**config.mk**
```make
export PLATFORM = sky130hd
export DESIGN_NAME = move_gen_top
export DESIGN_NICKNAME = d
export VERILOG_FILES = /design/src/source/move_gen_pkg.sv /design/src/source/castle_detect.sv /design/src/source/en_passant_detect.sv /design/src/source/move_fifo.sv /design/src/source/move_gen_control.sv /design/src/source/move_gen_top.sv
export SDC_FILE = /design/constraint.sdc
export NUM_CORES = 1
export LEC_CHECK = 0
export BUFFER_PORTS_ARGS = -buffer_cell sky130_fd_sc_hd__buf_2
export CAP_MARGIN = 20
export CELL_PAD_IN_SITES_DETAIL_PLACEMENT = 1
export CELL_PAD_IN_SITES_GLOBAL_PLACEMENT = 1
export CORE_AREA = 5 5 155 112
export DETAILED_ROUTE_END_ITERATION = 16
export DIE_AREA = 0 0 160 117
export PLACE_DENSITY = 0.91
export SYNTH_ARGS = -nofsm -noshare
export SYNTH_HDL_FRONTEND = slang
export SYNTH_SLANG_ARGS = --single-unit
export TNS_END_PERCENT = 5
```
**constraint.sdc**
```tcl
create_clock -name clk -period 8.1 [get_ports clk]
set_input_delay 1.215 -clock clk [delete_from_list [all_inputs] [get_ports clk]]
set_output_delay 1.215 -clock clk [all_outputs]
set_load 0.005 [all_outputs]
```
**src/source/move_gen_pkg.sv**
```systemverilog
package move_gen_pkg;

	typedef enum logic [2:0] {
		EMPTY,
		PAWN,
		KNIGHT,
		BISHOP,
		ROOK,
		QUEEN,
		KING,
		UNUSED
	} piece_e;

	typedef struct packed {
		logic color; // white is 0
		piece_e piece;
	} square_t;

	// index is file + 8 * rank, a1 at 0
	typedef square_t [63:0] board_t;

	typedef struct packed {
		logic [2:0] file;
		logic [2:0] rank;
	} coord_t;

	// flag bits from high to low are invalid, promote, pawn move, pawn 2 sq, en passant, castle, capture
	typedef struct packed {
		logic [6:0] flag;
		coord_t from;
		coord_t to;
	} move_t;

	localparam logic [6:0] CASTLE_FLAG = 7'b0000010;
	localparam logic [6:0] EN_PASSANT_FLAG = 7'b0010101;
	localparam move_t INVALID_MOVE = '{flag: 7'b1000000, from: 6'o00, to: 6'o00};

	localparam int MAX_SLOTS = 16;
	localparam int SLOT_W = $clog2(MAX_SLOTS);
	localparam int EP_SLOTS = 14; // two attackers per target, minus the board edges

	typedef struct packed {
		move_t [MAX_SLOTS-1:0] slots;
		logic [MAX_SLOTS-1:0] slot_valid;
	} move_batch_t;

	localparam int FIFO_DEPTH = 8;
	localparam int FIFO_PTR_W = $clog2(FIFO_DEPTH);

	localparam logic WHITE = 1'b0;
	localparam square_t WHITE_PAWN = '{color: WHITE, piece: PAWN};
	localparam square_t WHITE_ROOK = '{color: WHITE, piece: ROOK};
	localparam square_t WHITE_KING = '{color: WHITE, piece: KING};

	// back rank squares
	localparam int SQ_A1 = 0;
	localparam int SQ_B1 = 1;
	localparam int SQ_C1 = 2;
	localparam int SQ_D1 = 3;
	localparam int SQ_E1 = 4;
	localparam int SQ_F1 = 5;
	localparam int SQ_G1 = 6;
	localparam int SQ_H1 = 7;
	localparam int RANK5_BASE = 32; // a5

	localparam coord_t COORD_C1 = '{file: 3'd2, rank: 3'd0};
	localparam coord_t COORD_E1 = '{file: 3'd4, rank: 3'd0};
	localparam coord_t COORD_G1 = '{file: 3'd6, rank: 3'd0};
	localparam logic [2:0] EP_FROM_RANK = 3'd4; // rank 5
	localparam logic [2:0] EP_TO_RANK = 3'd5; // rank 6

	typedef enum logic [2:0] {
		IDLE,
		CAPTURE,
		CASTLE_OUT,
		EN_PASSANT_OUT,
		DONE
	} gen_state_e;

endpackage

```
**src/source/castle_detect.sv**
```systemverilog
module castle_detect
	import move_gen_pkg::*;
(
	input logic clk,
	input logic reset,
	input logic capture,
	input board_t board,
	input logic kingside_ok,
	input logic queenside_ok,
	output move_batch_t batch
);

	logic king_home;
	logic kingside;
	logic queenside;
	logic [MAX_SLOTS-1:0] valid_q;
	move_t [MAX_SLOTS-1:0] slots;

	// squares under attack are not checked
	assign king_home = board[SQ_E1] == WHITE_KING;

	assign kingside = king_home && kingside_ok
		&& board[SQ_H1] == WHITE_ROOK
		&& board[SQ_F1].piece == EMPTY
		&& board[SQ_G1].piece == EMPTY;

	assign queenside = king_home && queenside_ok
		&& board[SQ_A1] == WHITE_ROOK
		&& board[SQ_B1].piece == EMPTY
		&& board[SQ_C1].piece == EMPTY
		&& board[SQ_D1].piece == EMPTY;

	// the two moves never change, only their valid bits do
	always_comb begin
		for (int s = 0; s < MAX_SLOTS; s++) begin
			slots[s] = INVALID_MOVE;
		end
		slots[0] = '{flag: CASTLE_FLAG, from: COORD_E1, to: COORD_G1};
		slots[1] = '{flag: CASTLE_FLAG, from: COORD_E1, to: COORD_C1};
	end

	always_ff @(posedge clk) begin
		if (reset) begin
			valid_q <= '0;
		end else if (capture) begin
			valid_q <= {{(MAX_SLOTS-2){1'b0}}, queenside, kingside};
		end
	end

	assign batch = '{slots: slots, slot_valid: valid_q};

endmodule

```
**src/source/en_passant_detect.sv**
```systemverilog
module en_passant_detect
	import move_gen_pkg::*;
(
	input logic clk,
	input logic reset,
	input logic capture,
	input board_t board,
	input logic [7:0] files, // bit 0 is file a
	output move_batch_t batch
);

	move_t [MAX_SLOTS-1:0] moves_next;
	logic [MAX_SLOTS-1:0] valid_next;
	move_t [MAX_SLOTS-1:0] moves_q;
	logic [MAX_SLOTS-1:0] valid_q;

	// slot s belongs to target file (s+1)/2
	// even slots hold the attacker on the right, odd slots the one on the left
	always_comb begin
		int target;
		int attacker;

		target = 0;
		attacker = 0;
		valid_next = '0;
		for (int s = 0; s < MAX_SLOTS; s++) begin
			moves_next[s] = INVALID_MOVE;
		end

		for (int s = 0; s < EP_SLOTS; s++) begin
			target = (s + 1) / 2;
			if (s % 2 == 0) begin
				attacker = target + 1;
			end else begin
				attacker = target - 1;
			end

			moves_next[s] = '{
				flag: EN_PASSANT_FLAG,
				from: '{file: 3'(attacker), rank: EP_FROM_RANK},
				to: '{file: 3'(target), rank: EP_TO_RANK}
			};
			valid_next[s] = files[target] && board[RANK5_BASE + attacker] == WHITE_PAWN;
		end
	end

	always_ff @(posedge clk) begin
		if (reset) begin
			valid_q <= '0;
		end else if (capture) begin
			valid_q <= valid_next;
		end
	end

	always_ff @(posedge clk) begin
		if (capture) begin
			moves_q <= moves_next;
		end
	end

	assign batch = '{slots: moves_q, slot_valid: valid_q};

endmodule

```
**src/source/move_fifo.sv**
```systemverilog
module move_fifo
	import move_gen_pkg::*;
(
	input logic clk,
	input logic reset,
	input logic wr_en,
	input move_t wr_data,
	output logic full,
	input logic rd,
	output move_t rd_data,
	output logic empty
);

	move_t mem [FIFO_DEPTH];
	logic [FIFO_PTR_W-1:0] wr_ptr;
	logic [FIFO_PTR_W-1:0] rd_ptr;
	logic [FIFO_PTR_W:0] count;
	logic do_wr;
	logic do_rd;

	assign full = count == (FIFO_PTR_W + 1)'(FIFO_DEPTH);
	assign empty = count == '0;

	assign do_wr = wr_en && !full;
	assign do_rd = rd && !empty; // reads on empty are dropped

	// head of queue falls through
	assign rd_data = mem[rd_ptr];

	always_ff @(posedge clk) begin
		if (reset) begin
			wr_ptr <= '0;
			rd_ptr <= '0;
			count <= '0;
		end else begin
			if (do_wr) begin
				wr_ptr <= wr_ptr + 1'b1; // depth is a power of two, wraps by itself
			end
			if (do_rd) begin
				rd_ptr <= rd_ptr + 1'b1;
			end
			case ({do_wr, do_rd})
				2'b10: count <= count + 1'b1;
				2'b01: count <= count - 1'b1;
				default: count <= count;
			endcase
		end
	end

	always_ff @(posedge clk) begin
		if (do_wr) begin
			mem[wr_ptr] <= wr_data;
		end
	end

	// the writer sits in another module and must honour full
	no_write_when_full: assert property (
		@(posedge clk) disable iff (reset) wr_en |-> !full
	);

	count_in_range: assert property (
		@(posedge clk) disable iff (reset) count <= (FIFO_PTR_W + 1)'(FIFO_DEPTH)
	);

endmodule

```
**src/source/move_gen_control.sv**
```systemverilog
module move_gen_control
	import move_gen_pkg::*;
(
	input logic clk,
	input logic reset,
	input logic start,
	output logic capture,
	input move_batch_t castle_batch,
	input move_batch_t en_passant_batch,
	output logic wr_en,
	output move_t wr_data,
	input logic full,
	output logic done
);

	gen_state_e state;
	gen_state_e state_next;

	// slots already written in this run
	logic [MAX_SLOTS-1:0] castle_taken;
	logic [MAX_SLOTS-1:0] ep_taken;

	logic [MAX_SLOTS-1:0] castle_rem;
	logic [MAX_SLOTS-1:0] ep_rem;
	logic [MAX_SLOTS-1:0] castle_pick;
	logic [MAX_SLOTS-1:0] ep_pick;
	logic [SLOT_W-1:0] castle_idx;
	logic [SLOT_W-1:0] ep_idx;
	logic castle_wr;
	logic ep_wr;

	function automatic logic [SLOT_W-1:0] lowest_slot(input logic [MAX_SLOTS-1:0] mask);
		logic [SLOT_W-1:0] idx;

		idx = '0;
		for (int i = MAX_SLOTS - 1; i >= 0; i--) begin
			if (mask[i]) begin
				idx = SLOT_W'(i);
			end
		end
		return idx;
	endfunction

	assign castle_rem = castle_batch.slot_valid & ~castle_taken;
	assign ep_rem = en_passant_batch.slot_valid & ~ep_taken;

	assign castle_idx = lowest_slot(castle_rem);
	assign ep_idx = lowest_slot(ep_rem);

	// one write per cycle, held off while the queue is full
	assign castle_wr = state == CASTLE_OUT && castle_rem != '0 && !full;
	assign ep_wr = state == EN_PASSANT_OUT && ep_rem != '0 && !full;

	assign castle_pick = {{(MAX_SLOTS-1){1'b0}}, castle_wr} << castle_idx;
	assign ep_pick = {{(MAX_SLOTS-1){1'b0}}, ep_wr} << ep_idx;

	assign wr_en = castle_wr || ep_wr;
	assign wr_data = castle_wr ? castle_batch.slots[castle_idx]
		: en_passant_batch.slots[ep_idx];

	assign capture = state == CAPTURE;
	assign done = state == DONE;

	always_comb begin
		state_next = state;
		case (state)
			IDLE, DONE: begin
				if (start) begin
					state_next = CAPTURE;
				end
			end
			CAPTURE: state_next = CASTLE_OUT; // batches are registered at the end of this cycle
			CASTLE_OUT: begin
				if ((castle_rem & ~castle_pick) == '0) begin
					state_next = EN_PASSANT_OUT;
				end
			end
			EN_PASSANT_OUT: begin
				if ((ep_rem & ~ep_pick) == '0) begin
					state_next = DONE;
				end
			end
			default: state_next = IDLE;
		endcase
	end

	always_ff @(posedge clk) begin
		if (reset) begin
			state <= IDLE;
			castle_taken <= '0;
			ep_taken <= '0;
		end else begin
			state <= state_next;
			if (state == CAPTURE) begin
				castle_taken <= '0;
				ep_taken <= '0;
			end else begin
				castle_taken <= castle_taken | castle_pick;
				ep_taken <= ep_taken | ep_pick;
			end
		end
	end

	// done only once every valid slot of both batches went to the queue
	all_slots_written: assert property (
		@(posedge clk) disable iff (reset) done |-> castle_rem == '0 && ep_rem == '0
	);

endmodule

```
**src/source/move_gen_top.sv**
```systemverilog
module move_gen_top
	import move_gen_pkg::*;
(
	input logic clk,
	input logic reset,
	input logic start,
	input board_t board,
	input logic castle_kingside_ok,
	input logic castle_queenside_ok,
	input logic [7:0] en_passant_files,
	input logic move_rd,
	output move_t move_out,
	output logic move_empty,
	output logic done
);

	logic capture;
	move_batch_t castle_batch;
	move_batch_t en_passant_batch;
	logic wr_en;
	move_t wr_data;
	logic full;

	move_gen_control control0 (
		.clk(clk),
		.reset(reset),
		.start(start),
		.capture(capture),
		.castle_batch(castle_batch),
		.en_passant_batch(en_passant_batch),
		.wr_en(wr_en),
		.wr_data(wr_data),
		.full(full),
		.done(done)
	);

	castle_detect castle0 (
		.clk(clk),
		.reset(reset),
		.capture(capture),
		.board(board),
		.kingside_ok(castle_kingside_ok),
		.queenside_ok(castle_queenside_ok),
		.batch(castle_batch)
	);

	en_passant_detect en_passant0 (
		.clk(clk),
		.reset(reset),
		.capture(capture),
		.board(board),
		.files(en_passant_files),
		.batch(en_passant_batch)
	);

	// user drains the queue one move per strobe
	move_fifo fifo0 (
		.clk(clk),
		.reset(reset),
		.wr_en(wr_en),
		.wr_data(wr_data),
		.full(full),
		.rd(move_rd),
		.rd_data(move_out),
		.empty(move_empty)
	);

endmodule

```
Word-level counts from Yosys, hierarchy flattened --
Memories as Yosys holds them, arrays and structs flattened. A register that Yosys moved wholly into a read port is not among the register bits. Cells that the tools add are included.
Operators by class: add/sub/neg operators 4, $mul 0, divide/modulo/power cells 0, order comparisons 2, eq/ne operators 21, shifts and indexed selects 2, mux-type cells 44, bitwise logic cells 10, reductions and logical operators 47
Operator list (number):
- $mux 4 | 32
- $not 16->16 | 4
- $mux 19 | 3
- $and 16x16->16 | 2
- $eq 4x1->1 const B | 8
- $logic_not 16->1 | 2
- $or 16x16->16 | 2
- $reduce_bool 16->1 | 2
- $shl 1x4->16 | 2
- $logic_and 1x1->1 | 29
- $logic_not 3->1 | 6
- $and 14x16->16 | 1
- $and 2x16->16 | 1
- $mux 3 | 5
- $eq 4x3->1 const B | 3
- $pmux 3 s4 | 1
- $lt 4x5->1 const B | 2
- $pmux 4 s2 | 1
- $add 3x1->3 const B | 2
- $eq 3x2->1 const B | 2
- $ne 2x2->1 const B | 3
- $add 4x1->4 const B | 1
- $eq 4x4->1 const B | 1
- $logic_not 4->1 | 1
- 11 further kinds | 14
Word-level totals: bits in registers 61, latch bits 0, memory bits (writable) 152, bits in read-only memories 608, output and inout bits 21, memories 3
Memories:
- (name not given) | depth 16, bits a word 19, read ports 1, clocked after Yosys merged registers in 0, write ports 0, RTL line move_gen_control.sv:58 | assign wr_data = castle_wr ? castle_batch.slots[castle_idx]
- (name not given) | depth 16, bits a word 19, read ports 1, clocked after Yosys merged registers in 0, write ports 0, RTL line move_gen_control.sv:59 | : en_passant_batch.slots[ep_idx];
- fifo0.mem | depth 8, bits a word 19, read ports 1, clocked after Yosys merged registers in 1, write ports 1, RTL line move_fifo.sv:14 | move_t mem [FIFO_DEPTH];

Longest topological paths before layout --
depth after elaboration 24, gate-level depth with buffers 14, depth with buffers taken out 12

Modules after synthesis --
A second synthesis with hierarchy kept.
Second synthesis, totals: cell total of the unflattened synthesis 2446, area total of the unflattened synthesis 19855.3 um^2
By module, submodules not included:
- move_gen_control | instances 1, cells an instance 1443, area an instance 7926.4 um^2, sequential area each 700.7 um^2
- move_fifo | instances 1, cells an instance 293, area an instance 6414.9 um^2, sequential area each 4824.6 um^2
- en_passant_detect | instances 1, cells an instance 372, area an instance 2979.1 um^2, sequential area each 280.3 um^2
- castle_detect | instances 1, cells an instance 338, area an instance 2534.9 um^2, sequential area each 40.0 um^2

Worst setup path after synthesis --
OpenSTA, ideal clock, no wires.
path type register to output, start reg (tool-made name), end out move_out[12] (netlist name), arrival 2.099 ns, path slack 4.786 ns, stages on the path, launching flop included 6, path through dfxtp_1 -> clkbuf_1 -> buf_2 -> mux4_2 -> mux2_2 -> buf_4
RTL lines:
- end, declared | RTL line move_gen_top.sv:12 | output move_t move_out,

==> key figures <==
Min path
  • Hold Crit Class: flop to flop

Final layout
  • Fill cells: 1701
  • Share of layout cells above drive strength 1: between 30% and 40%
  • Number of nets in the layout: 853
  • Growth of design area from synthesis to finish: 19.9%
  • Number of antenna diodes: 0
  • Non-filler cells in the finished layout: 789

Floorplanning
  • Initial Utilization: 36.0%
  • Placeable Area: around 16000 µm²
  • I/O Pins: a little under 300
  • FP Rows: 39
  • Die boundary height: approximately 120 µm
  • Total Die Area: 18700 µm²
  • Die span in x: 160 µm

Synth
  • Adder and majority cell fraction of the synthesized area: between 2 and 3%
  • Mux share of post-synthesis cell area: 9.23%
  • Mapped cell area: about 5700 µm²
  • Number of enable-type register cells in the synthesized netlist: 72
  • Main combinational cell family by area after synthesis: simple AND/OR/NAND/NOR gates
  • Compound-gate portion of the synthesized area: under 10%
  • Yosys top cell by area: sky130_fd_sc_hd__edfxtp_1
  • Gate count of the mapped netlist: 476
  • Warnings from Yosys: 0
  • Post-synth top flop: sky130_fd_sc_hd__edfxtp_1
  • Synthesized area divided by synthesized cell count: 12.0 µm²
  • Xor-xnor portion of the synthesized cell area: about 1.1%
  • Portion of the post-synthesis area used by sequential elements: 54.7%
  • Simple-gate share of the synthesized area: around 20%
  • Synth async-reset ratio: 0%
  • Most numerous cell in the Yosys netlist: sky130_fd_sc_hd__edfxtp_1
  • Distinct cells, synth: 70
  • Top cells by instance count after synthesis: 72 x sky130_fd_sc_hd__edfxtp_1, 51 x sky130_fd_sc_hd__nor2_1, 48 x sky130_fd_sc_hd__dfxtp_1
  • Share of the synthesized area in the top cell type: a little under two fifths
  • Largest cells by area after synthesis: sky130_fd_sc_hd__edfxtp_1 38%, sky130_fd_sc_hd__dfxtp_1 17%, sky130_fd_sc_hd__mux4_2 7.1%
  • Number of synthesized register bits: between 100 and 150

Detailed routing
  • Vias per cell: roughly 5.3
  • Total length of routed wires: between 15000 and 20000 µm
  • Detailed Route Iter0 Violations: about 230
  • Number of detailed-route iterations in the first pass: 4
  • Overall via count from detail_route: 4187
  • Post-DRT Antenna Nets: 0
  • Routed length per instance: between 15 and 20 µm
  • Remaining routing DRC violations: 0

Outcome
  • Result of the run: finished, final reports clean

Setup path
  • Biggest cell delay along the critical path: slightly above 900 ps
  • Register-to-Register Setup Slack: around 4700 ps
  • Kind of start point of the critical path: flop
  • Worst-path fanout max: 18
  • Crit path required time: between 6000 and 7000 ps
  • Cell type of the slowest stage on the worst timing path: sky130_fd_sc_hd__dfxtp_1
  • List of cells traversed by the critical path: mux4_2 -> mux2_2 -> buf_2
  • Type of the worst setup path: flop to output port
  • Crit end category: output port
  • Critical path data arrival time: approximately 2300 ps

Clocking
  • Number of buffers inserted during clock tree synthesis: 17
  • Maximum buffer depth of the clock tree: 2
  • Setup Buffers After CTS: 0
  • CTS Sinks: 120
  • H-tree levels: 4
  • Clock latency on the worst-skew pair: roughly 400 ps
  • Number of instances resized during post-cts repair: 0
  • Hold-fix buffers, CTS: 0
  • Clock slew at reported path FFs: ~60 ps
  • Clk root buf: sky130_fd_sc_hd__clkbuf_16
  • Clock tree from TritonCTS: done

Timing
  • Highest Clock Rate: about 290 MHz
  • Setup total negative slack: 0 ps
  • Hold Worst Slack: ~460 ps
  • Final hold violation count: 0
  • Worst-margin pin slew: between 1000 and 1500 ps
  • Final number of max-transition violations: 0
  • Setup repair after global routing missed its margin: no
  • Post-route clock period utilization: 42.9%
  • Max-Slew Margin vs Limit: roughly 30%
  • Clock period minus worst slack: 3470 ps
  • Final setup violation count: 0
  • Worst clock skew: around 12 ps

Pwr
  • Static leakage power: around 2.6 nW
  • Cell area power density: 205 nW/µm²
  • Peak supply drop: between 0.1 and 0.15 mV

GRT
  • Overflow left after global routing: 0
  • Vias in the first global route: 4491
  • Overall track demand over capacity in global routing: around 17%
  • Maximum number of pins on one net before global-route repair: 32
  • Wire length of the first global-routing pass: ~24000 µm
  • Antenna violations before repair: 0

Place
  • Number of buffers added on ports: 88
  • Placed cells: 755
  • RePlAce Congestion: ~0.88
  • DP Wirelength: 10900 µm

Job
  • Number of maximum-capacitance constraint violations: 0
==> layout by cell type, fill, tap and decap left out, types with 18 or more instances in the layout <==
cell type / count
sky130_fd_sc_hd__a21oi_1: 23
sky130_fd_sc_hd__edfxtp_1: 72
sky130_fd_sc_hd__nand3_1: 18
sky130_fd_sc_hd__nand2_1: 32
sky130_fd_sc_hd__nor2_1: 51
sky130_fd_sc_hd__dfxtp_1: 48
sky130_fd_sc_hd__buf_2: 89
sky130_fd_sc_hd__nand2b_1: 20
sky130_fd_sc_hd__mux4_2: 18
sky130_fd_sc_hd__clkbuf_16: 18
==> power breakdown <==
| part | switching, mW | internal, mW |
|---|---|---|
| clock network | 0.261 | 0.414 |
| registers | 0.00450 | 0.649 |
| logic | 0.0456 | 0.0300 |
| total | 0.312 | 1.09 |
==> worst paths after layout <==
kind | startpoint | end | cells after the start
worst max-delay path | flop | move_out[14] | 3
worst min-delay path | control0.castle_taken[0]$_SDFF_PP0_ | control0.castle_taken[0]$_SDFF_PP0_ | 2
worst max register to register | en_passant0.valid_q[0]$_SDFFE_PP0P_ | fifo0.count[3]$_SDFFE_PP0P_ | 12
worst min register to register | control0.castle_taken[0]$_SDFF_PP0_ | control0.castle_taken[0]$_SDFF_PP0_ | 2
==> registers in the layout (all words and copies together) (netlist names), named ones only <==
register               cells
fifo0.mem                 72
control0.ep_taken         14
en_passant0.valid_q       14
fifo0.count                4
control0.state             3
fifo0.rd_ptr               3
fifo0.wr_ptr               3
castle0.valid_q            2
control0.castle_taken      2
==> area by class of cell <==
class                           count  area [µm²]  share of cell area, %
Clock buffer                       24         483                   7.06
Clock inverter                      8        45.0                  0.658
Inverter                            9        33.8                  0.494
Multi-Input combinational cell    330        2420                   35.4
Sequential cell                   120        3120                   45.6
Tap cell                          205         256                   3.75
Timing Repair Buffer               93         479                   7.00
==> stage by stage <==
step	power (mW)	setup WS [ps]	instance area, µm²	utilization [%]
finish	1.40	4630	6840	43.1
global route	1.45	4530	6840	43.1
CTS	1.41	4610	6830	43.0
detailed placement	0.739	4760	6300	39.7
global placement	0.735	4980	6300	39.7
floorplan	0.710	4790	5750	-
==> cell families after synthesis <==
| family | count (synthesis) |
|---|---|
| AND/OR/NAND/NOR | 196 |
| XOR/XNOR | 7 |
| flip-flops | 120 |
| other | 1 |
| buffers and inverters | 38 |
| adder cells (fa/ha/maj) | 13 |
| AO/OA/AOI/OAI | 72 |
| multiplexers | 29 |
==> per-layer routing <==
layer	share of wire, %	track usage [%]
met5	0	0
met4	0.93	4.87
met3	5.2	4.34
met2	47	27.4
met1	47	22.0
==> critical path, delay by kind of cell (launching register included) <==
family | cells | cell delay, ps
buffers and inverters | 1 | 150
flip-flops | 1 | 930
multiplexers | 2 | 760
(Power assumes the default switching activity.)
